<file path="src/rtl/ooo_buffer_pkg.sv">
package ooo_buffer_pkg;

  // Width of one stored data word
  localparam int DATA_WIDTH = 8;

  // Number of slots in the buffer
  localparam int DEPTH = 8;

  // Enough bits to address every slot
  localparam int INDEX_WIDTH = $clog2(DEPTH);

  // The count must reach DEPTH itself, so one more value than the index
  localparam int COUNT_WIDTH = $clog2(DEPTH + 1);

  // A word as held in one slot
  typedef logic [DATA_WIDTH-1:0] data_t;

  // Address of a slot, used on both the write and the read side
  typedef logic [INDEX_WIDTH-1:0] index_t;

  // Number of occupied slots, from 0 up to DEPTH
  typedef logic [COUNT_WIDTH-1:0] count_t;

endpackage

</file>
<file path="src/rtl/ooo_ctrl_pkg.sv">
package ooo_ctrl_pkg;

  // Encoding width of the flush state machine
  localparam int FLUSH_STATE_WIDTH = 1;

  // The flush machine either waits for a strobe or walks the slots
  // FLUSH_WALK lasts one cycle per slot and clears the visited slot
  typedef enum logic [FLUSH_STATE_WIDTH-1:0] {
    FLUSH_IDLE = 1'b0,
    FLUSH_WALK = 1'b1
  } flush_state_t;

endpackage

</file>
<file path="src/rtl/ooo_slot_if.sv">
`timescale 1ns/1ps

interface ooo_slot_if;

  import ooo_buffer_pkg::*;

  // Write side, the index is chosen by the store and returned in the same cycle
  logic   write_enable;
  data_t  write_data;
  index_t write_index;

  // Read side, data is combinational from read_index
  logic   read_enable;
  logic   read_clear;
  index_t read_index;
  data_t  read_data;

  // Valid bit of the slot currently addressed by read_index
  logic   slot_valid;

  // Flow-control wrapper side
  modport ctrl (
    output write_enable,
    output write_data,
    input  write_index,
    output read_enable,
    output read_clear,
    output read_index,
    input  read_data,
    input  slot_valid
  );

  // Slot store side
  modport store (
    input  write_enable,
    input  write_data,
    output write_index,
    input  read_enable,
    input  read_clear,
    input  read_index,
    output read_data,
    output slot_valid
  );

endinterface

</file>
<file path="src/rtl/out_of_order_buffer.sv">
`timescale 1ns/1ps

module out_of_order_buffer (
  input logic     clock,
  input logic     rst,
  ooo_slot_if.store slot
);

  import ooo_buffer_pkg::*;

  // Storage array, one word per slot
  data_t mem [DEPTH];

  // One bit per slot, set while the slot holds a word
  logic [DEPTH-1:0] valid;

  // Lowest-numbered slot whose valid bit is clear
  index_t first_free;

  // A clear only acts on a slot that is actually occupied
  logic clear_hit;

  // Priority encoder, scanning downwards so the lowest free index wins
  // When every slot is taken the result is 0, but no write is accepted then
  always_comb begin
    first_free = '0;
    for (int i = DEPTH - 1; i >= 0; i--) begin
      if (!valid[i]) begin
        first_free = index_t'(i);
      end
    end
  end

  assign slot.write_index = first_free;

  // Reads are fully combinational from the addressed slot
  assign slot.read_data  = mem[slot.read_index];
  assign slot.slot_valid = valid[slot.read_index];

  assign clear_hit = slot.read_enable && slot.read_clear && valid[slot.read_index];

  // The word lands in the slot picked this cycle and is readable from the next one
  always_ff @(posedge clock) begin
    if (slot.write_enable) begin
      mem[first_free] <= slot.write_data;
    end
  end

  // The written slot is free now and the cleared slot is valid now,
  // so the two updates never address the same bit
  always_ff @(posedge clock) begin
    if (rst) begin
      valid <= '0;
    end else begin
      if (slot.write_enable) begin
        valid[first_free] <= 1'b1;
      end
      if (clear_hit) begin
        valid[slot.read_index] <= 1'b0;
      end
    end
  end

  // The wrapper gates writes with the counter's full flag, which must agree
  // with the valid bits held here
  assert property (@(posedge clock) disable iff (rst)
    slot.write_enable |-> !(&valid))
    else $error("write accepted while every slot is occupied");

endmodule

</file>
<file path="src/rtl/valid_ready_out_of_order_buffer.sv">
`timescale 1ns/1ps

module valid_ready_out_of_order_buffer (
  input  logic                   clock,
  input  logic                   rst,
  input  logic                   write_valid,
  input  ooo_buffer_pkg::data_t  write_data,
  output ooo_buffer_pkg::index_t write_index,
  output logic                   write_ready,
  input  logic                   read_valid,
  input  logic                   read_clear,
  input  ooo_buffer_pkg::index_t read_index,
  output ooo_buffer_pkg::data_t  read_data,
  output logic                   read_ready,
  output logic                   read_error,
  input  logic                   full,
  input  logic                   flush_busy,
  input  logic                   flush_clear,
  input  ooo_buffer_pkg::index_t flush_index,
  output logic                   inc,
  output logic                   dec,
  ooo_slot_if.ctrl               slot
);

  import ooo_buffer_pkg::*;

  // Writes stall on a full buffer and for the whole flush walk
  assign write_ready = !full && !flush_busy;

  // slot_valid follows the external read_index outside a flush
  assign read_ready = slot.slot_valid && !flush_busy;
  assign read_error = read_valid && !slot.slot_valid && !flush_busy;

  assign slot.write_enable = write_valid && write_ready;
  assign slot.write_data   = write_data;
  assign write_index       = slot.write_index;

  // During a flush the walk takes over the read side and clears each slot
  assign slot.read_index  = flush_busy ? flush_index : read_index;
  assign slot.read_enable = flush_busy ? flush_clear : (read_valid && read_ready);
  assign slot.read_clear  = flush_busy ? flush_clear : read_clear;
  assign read_data        = slot.read_data;

  // Only slots that were really occupied lower the count
  assign inc = slot.write_enable;
  assign dec = slot.read_enable && slot.read_clear && slot.slot_valid;

  // The counter would drift if a write slipped in while the walk clears slots
  assert property (@(posedge clock) disable iff (rst)
    !(inc && flush_clear))
    else $error("write accepted during a flush");

endmodule

</file>
<file path="src/rtl/occupancy_counter.sv">
`timescale 1ns/1ps

module occupancy_counter (
  input  logic                   clock,
  input  logic                   rst,
  input  logic                   inc,
  input  logic                   dec,
  output ooo_buffer_pkg::count_t count,
  output logic                   full,
  output logic                   empty
);

  import ooo_buffer_pkg::*;

  count_t count_next;

  // A write and a clear in the same cycle cancel out
  always_comb begin
    count_next = count;
    if (inc && !dec) begin
      count_next = count + count_t'(1);
    end else if (dec && !inc) begin
      count_next = count - count_t'(1);
    end
  end

  // Flags come from the next count so they line up with the count register
  always_ff @(posedge clock) begin
    if (rst) begin
      count <= '0;
      full  <= 1'b0;
      empty <= 1'b1;
    end else begin
      count <= count_next;
      full  <= (count_next == count_t'(DEPTH));
      empty <= (count_next == '0);
    end
  end

  // The wrapper's ready logic must keep the counter inside its range
  assert property (@(posedge clock) disable iff (rst)
    !(inc && count == count_t'(DEPTH)))
    else $error("occupancy increment at full");

  assert property (@(posedge clock) disable iff (rst)
    !(dec && count == '0))
    else $error("occupancy decrement at zero");

endmodule

</file>
<file path="src/rtl/flush_controller.sv">
`timescale 1ns/1ps

module flush_controller (
  input  logic                   clock,
  input  logic                   rst,
  input  logic                   flush,
  output logic                   flush_busy,
  output logic                   flush_clear,
  output ooo_buffer_pkg::index_t flush_index
);

  import ooo_buffer_pkg::*;
  import ooo_ctrl_pkg::*;

  flush_state_t state;
  index_t       walk_index;

  // The last slot of the walk, after which the machine goes back to idle
  logic last_slot;

  assign last_slot = (walk_index == index_t'(DEPTH - 1));

  // A strobe while walking is ignored, the walk simply runs to its end
  always_ff @(posedge clock) begin
    if (rst) begin
      state      <= FLUSH_IDLE;
      walk_index <= '0;
    end else begin
      case (state)
        FLUSH_IDLE: begin
          if (flush) begin
            state      <= FLUSH_WALK;
            walk_index <= '0;
          end
        end
        FLUSH_WALK: begin
          walk_index <= walk_index + index_t'(1);
          if (last_slot) begin
            state <= FLUSH_IDLE;
          end
        end
        default: begin
          state <= FLUSH_IDLE;
        end
      endcase
    end
  end

  // One slot is visited per cycle, so busy lasts exactly DEPTH cycles
  assign flush_busy  = (state == FLUSH_WALK);
  assign flush_clear = (state == FLUSH_WALK);
  assign flush_index = walk_index;

  // Every walk starts at slot 0 and covers all slots before it stops
  assert property (@(posedge clock) disable iff (rst)
    $rose(flush_clear) |-> flush_index == '0 ##0 flush_clear [*DEPTH] ##1 !flush_clear)
    else $error("flush walk did not cover every slot exactly once");

endmodule

</file>
<file path="src/rtl/ooo_buffer_top.sv">
`timescale 1ns/1ps

module ooo_buffer_top (
  input  logic                   clock,
  input  logic                   rst,
  input  logic                   write_valid,
  input  ooo_buffer_pkg::data_t  write_data,
  output ooo_buffer_pkg::index_t write_index,
  output logic                   write_ready,
  input  logic                   read_valid,
  input  logic                   read_clear,
  input  ooo_buffer_pkg::index_t read_index,
  output ooo_buffer_pkg::data_t  read_data,
  output logic                   read_ready,
  output logic                   read_error,
  input  logic                   flush,
  output logic                   flush_busy,
  output ooo_buffer_pkg::count_t count,
  output logic                   full,
  output logic                   empty
);

  import ooo_buffer_pkg::*;

  // Walk signals from the flush machine into the wrapper
  logic   flush_clear;
  index_t flush_index;

  // Occupancy updates from the wrapper
  logic inc;
  logic dec;

  // Storage access port between wrapper and store
  ooo_slot_if slot_bus ();

  valid_ready_out_of_order_buffer flow_ctrl (
    .clock       (clock),
    .rst         (rst),
    .write_valid (write_valid),
    .write_data  (write_data),
    .write_index (write_index),
    .write_ready (write_ready),
    .read_valid  (read_valid),
    .read_clear  (read_clear),
    .read_index  (read_index),
    .read_data   (read_data),
    .read_ready  (read_ready),
    .read_error  (read_error),
    .full        (full),
    .flush_busy  (flush_busy),
    .flush_clear (flush_clear),
    .flush_index (flush_index),
    .inc         (inc),
    .dec         (dec),
    .slot        (slot_bus.ctrl)
  );

  out_of_order_buffer store (
    .clock (clock),
    .rst   (rst),
    .slot  (slot_bus.store)
  );

  occupancy_counter occupancy (
    .clock (clock),
    .rst   (rst),
    .inc   (inc),
    .dec   (dec),
    .count (count),
    .full  (full),
    .empty (empty)
  );

  flush_controller flusher (
    .clock       (clock),
    .rst         (rst),
    .flush       (flush),
    .flush_busy  (flush_busy),
    .flush_clear (flush_clear),
    .flush_index (flush_index)
  );

endmodule

</file>
<file path="config.mk">
export PLATFORM = sky130hd
export DESIGN_NAME = ooo_buffer_top
export DESIGN_NICKNAME = d
export VERILOG_FILES = /design/src/rtl/ooo_buffer_pkg.sv /design/src/rtl/ooo_ctrl_pkg.sv /design/src/rtl/ooo_slot_if.sv /design/src/rtl/out_of_order_buffer.sv /design/src/rtl/valid_ready_out_of_order_buffer.sv /design/src/rtl/occupancy_counter.sv /design/src/rtl/flush_controller.sv /design/src/rtl/ooo_buffer_top.sv
export SDC_FILE = /design/constraint.sdc
export NUM_CORES = 1
export LEC_CHECK = 0
export ABC_AREA = 1
export BUFFER_PORTS_ARGS = -buffer_cell sky130_fd_sc_hd__clkbuf_2
export CAP_MARGIN = 10
export CORE_MARGIN = 2
export CORE_UTILIZATION = 52
export CTS_CLUSTER_SIZE = 25
export DETAILED_ROUTE_END_ITERATION = 8
export HOLD_SLACK_MARGIN = 0.08
export PLACE_DENSITY = 0.72
export SYNTH_ARGS = -nofsm -noshare
export SYNTH_HDL_FRONTEND = slang
export SYNTH_SLANG_ARGS = --single-unit
</file>
<file path="constraint.sdc">
create_clock -name clock -period 2.35 [get_ports clock]
set_clock_uncertainty 0.15 [all_clocks]
set_input_delay 0.235 -clock clock [delete_from_list [all_inputs] [get_ports clock]]
set_output_delay 0.235 -clock clock [all_outputs]
set_load 0.03 [all_outputs]
</file>
==> impl_metrics.csv <==
group,metric,value,unit
drt,antenna_left,0,
synth,synth_cells,316,
synth,synth-compound-area-share,10.2,%
synth,synth_edf_count,64,
drt,vias_per_cell,5.54,
hold_path,hp-class,"input port to register",
sta,slew_viol_final,0,
sta,setup_viol_count_final,4,
placed_design,dp_slack,0.0894,ns
power_and_ir_drop,power_frac_clock,28.1,%
drt,drc,0,
grt,grt_antenna_before_repair,0,
grt,grt_pass1_wl,12.4,mm
run,max_cap_viol_count,0,
finish,multi_input_area,1250,um^2
placed_design,gp_congestion,0.838,
finish,drive_gt1_share,34.4,%
floorplan,die_h,86.3,um
synth,syn_nets,337,
drt,wl_per_cell,17.7,um
floorplan,row_count,30,
floorplan,initial_core_util,52.8,%
grt,grt_overflow,0,
synth,ys_ff_latch,82,
synth,synthXorXnorAreaFrac,0.745,%
floorplan,dieArea,7450,um^2
synth,synth_mux_area_share,0,%
floorplan,coreArea,6680,um^2
sta,finalHoldViolations,0,
synth,yosys.area.top_type,"edfxtp_1",
power_and_ir_drop,power.total,3.22,mW
setup_path,critPathLaunchType,"register",
grt,grt_pass1_vias,2454,
finish,regArea,2290,um^2
placed_design,io_buffer_count,37,
clock_network,clock_latency,0.35,ns
clock_network,cts.sink_count,82,
synth,yosysMostFrequentCell,"nand2_1",
power_and_ir_drop,p_sw,969,uW
power_and_ir_drop,p_comb_share,21.1,%
sta,tightestPinTransition,0.349,ns
finish,n_fill_cell,469,
synth,synthDistinctLibCells,34,
run_status,violations,"setup timing",
floorplan,die_w,86.3,um
power_and_ir_drop,peakVddDrop,0.528,mV
synth,synth_ff_type,"edfxtp_1",
placed_design,post_dp_cell_area,3930,um^2
setup_path,cp.required,1.97,ns
power_and_ir_drop,internal_power,2.25,mW
synth,syn_area_per_cell,11.2,um^2
synth,yosysTopAreaCellShare,54.5,%
clock_network,h-tree-depth,3,
finish,post-route-util,68.3,%
setup_path,worstPathMaxFanout,8,
finish,syn_to_final_growth,29.4,%
synth,synth_commonest_cells,"66 x nand2_1, 64 x edfxtp_1, 32 x inv_1",
power_and_ir_drop,leakagePower,1.81,nW
power_and_ir_drop,p_per_area,705,nW/um^2
synth,synthesis.area,3520,um^2
clock_network,cts_max_path_buffers,2,
power_and_ir_drop,switching_share,30.1,%
synth,ys_seq_area_share,64.7,%
setup_path,path_class,"register to output pin",
grt,grt_use_total,22.3,%
synth,yosys.area_share.simple,18.7,%
synth,synth_top_family_by_area,"simple AND/OR/NAND/NOR gates",
synth,synth-adder-area-share,1.42,%
drt,firstDrtPassIters,5,
drt,drtIter0Drc,261,
sta,min_period,2.43,ns
clock_network,path_clk_slew,0.08,ns
finish,diodes,0,
grt,grt_start_max_net_pins,15,
synth,async_flop_share,0,%
synth,synth_area_leaders,"edfxtp_1 55%, dfxtp_1 10%, nand2_1 7.0%, a22oi_1 3.8%, inv_1 3.4%",
drt,drt_wl_total,8.67,mm
clock_network,cts_inserted_buffers,9,
sta,final.period_utilization,103,%
setup_path,end_kind,"output pin",
finish,postLayoutCellArea,4560,um^2
run_status,status,"finished, violations left",
finish,nets,426,
floorplan,io_pins,38,
sta,relSlewSlack,76.6,%
setup_path,critical_path_arrival,2.04,ns
sta,setup_slack,-0.0794,ns
clock_network,cts_root_buf,"clkbuf_8",
clock_network,cts_tree,"yes",
drt,num_vias,2714,
synth,ys_warn_count,0,
sta,rsz0062_at_grt,"yes",
sta,max_freq,412,MHz
placed_design,dp_hpwl,5.22,mm
power_and_ir_drop,p_seq_share,50.7,%
## cells in the final DEF, fill, tap and decap left out, drive strengths merged
cell	synthesis	routed
a21oi	13	13
o21ai	7	7
nor3	4	4
buf	3	38
a31oi	1	1
nor2	28	28
nand3	22	22
dlygate4sd3	0	11
o22ai	1	1
clkinv	1	3
o211ai	2	2
o221ai	3	3
clkinvlp	0	4
clkbuf	0	41
a21boi	1	1
a221oi	6	6
a22oi	18	18
nand4	4	4
a211oi	1	1
or2	1	1
inv	33	33
dfxtp	18	18
ha	4	4
edfxtp	64	64
xor2	3	3
nand2	78	79
## worst paths after layout
path / to / startpoint / depth (start not counted) / slack [ns]
max: read_data[3] / flusher.flush_busy / 9 / -0.08
min: occupancy.count[0] / write_valid / 6 / 0.33
max reg2reg: occupancy.full / flusher.flush_busy / 14 / 0.17
min reg2reg: flusher.flush_index[1] / flusher.flush_index[1] / 2 / 0.38
## worst max-delay path: stages (launching register included)
cell and delay [ns]:
dfxtp_4 0.44, inv_6 0.07, nand2_2 0.13, nand2_4 0.10, nand2_4 0.09, clkinvlp_4 0.12
buf_12 0.16, a221oi_2 0.30, nand3_1 0.12, clkbuf_8 0.17
## repair_timing
action                                 CTS  global route
hold buffers                            11             0
setup endpoints to repair                9            10
pin swaps                                6            16
gates cloned                             0             1
resized for setup                       27            42
buffers inserted                        11             7
endpoints found under the hold margin   72             0
## power by group through the flow
| stage | clock network, mW | logic [mW] | registers [mW] |
|---|---|---|---|
| 5_1_grt | 0.978 | 0.731 | 1.64 |
| 6_report | 0.905 | 0.680 | 1.63 |
| 3_3_place_gp | 0 | 0.529 | 1.66 |
| 4_1_cts | 0.918 | 0.609 | 1.63 |
| 3_5_place_dp | 0 | 0.538 | 1.66 |
| 2_1_floorplan | 0 | 0.344 | 1.69 |
## area by class of cell
type,count,area share (%)
inverters,34,3.13
repair buffers,80,13.4
clock buffers,10,2.80
well taps,80,2.19
flip-flops and latches,82,50.2
multi-input cells,198,27.4
clock inverters,6,0.933
## registers in the layout (all words and copies together), names as in the netlist
signal	flops
store.mem	64
occupancy.empty	1
occupancy.count	4
flusher.flush_busy	1
flusher.flush_index	3
store.valid	8
occupancy.full	1
## cell families (layout without fill, tap and decap cells)
| kind of cell | after synthesis | after routing |
|---|---|---|
| and+or+nand+nor | 137 | 138 |
| DFF | 82 | 82 |
| AOI/OAI and AO/OA | 53 | 53 |
| buffers and inverters | 37 | 130 |
| adders and majority gates | 4 | 4 |
| xor gates and xnor gates | 3 | 3 |
## per-layer routing
metal	vias to the layer above	global-route usage, %	share of wire [%]	wire [um]
met5	-	0	0	0
met4	0	7.10	1.5	133
met3	14	4.67	4.6	397
met2	90	36.1	51	4380
met1	1304	30.6	43	3750
li1	1306	-	-	-
## stage by stage
step                      instances  hold WS [ns]  TNS [ns]
final                           490         0.334    -0.134
after global routing            490         0.387    -0.698
after CTS                       482         0.325  -0.00392
after detailed placement        445         0.357         0
after global placement          445         0.345         0
after floorplan                 316         0.184     -2.11
Note: power is estimated with default switching activity, not from simulation.
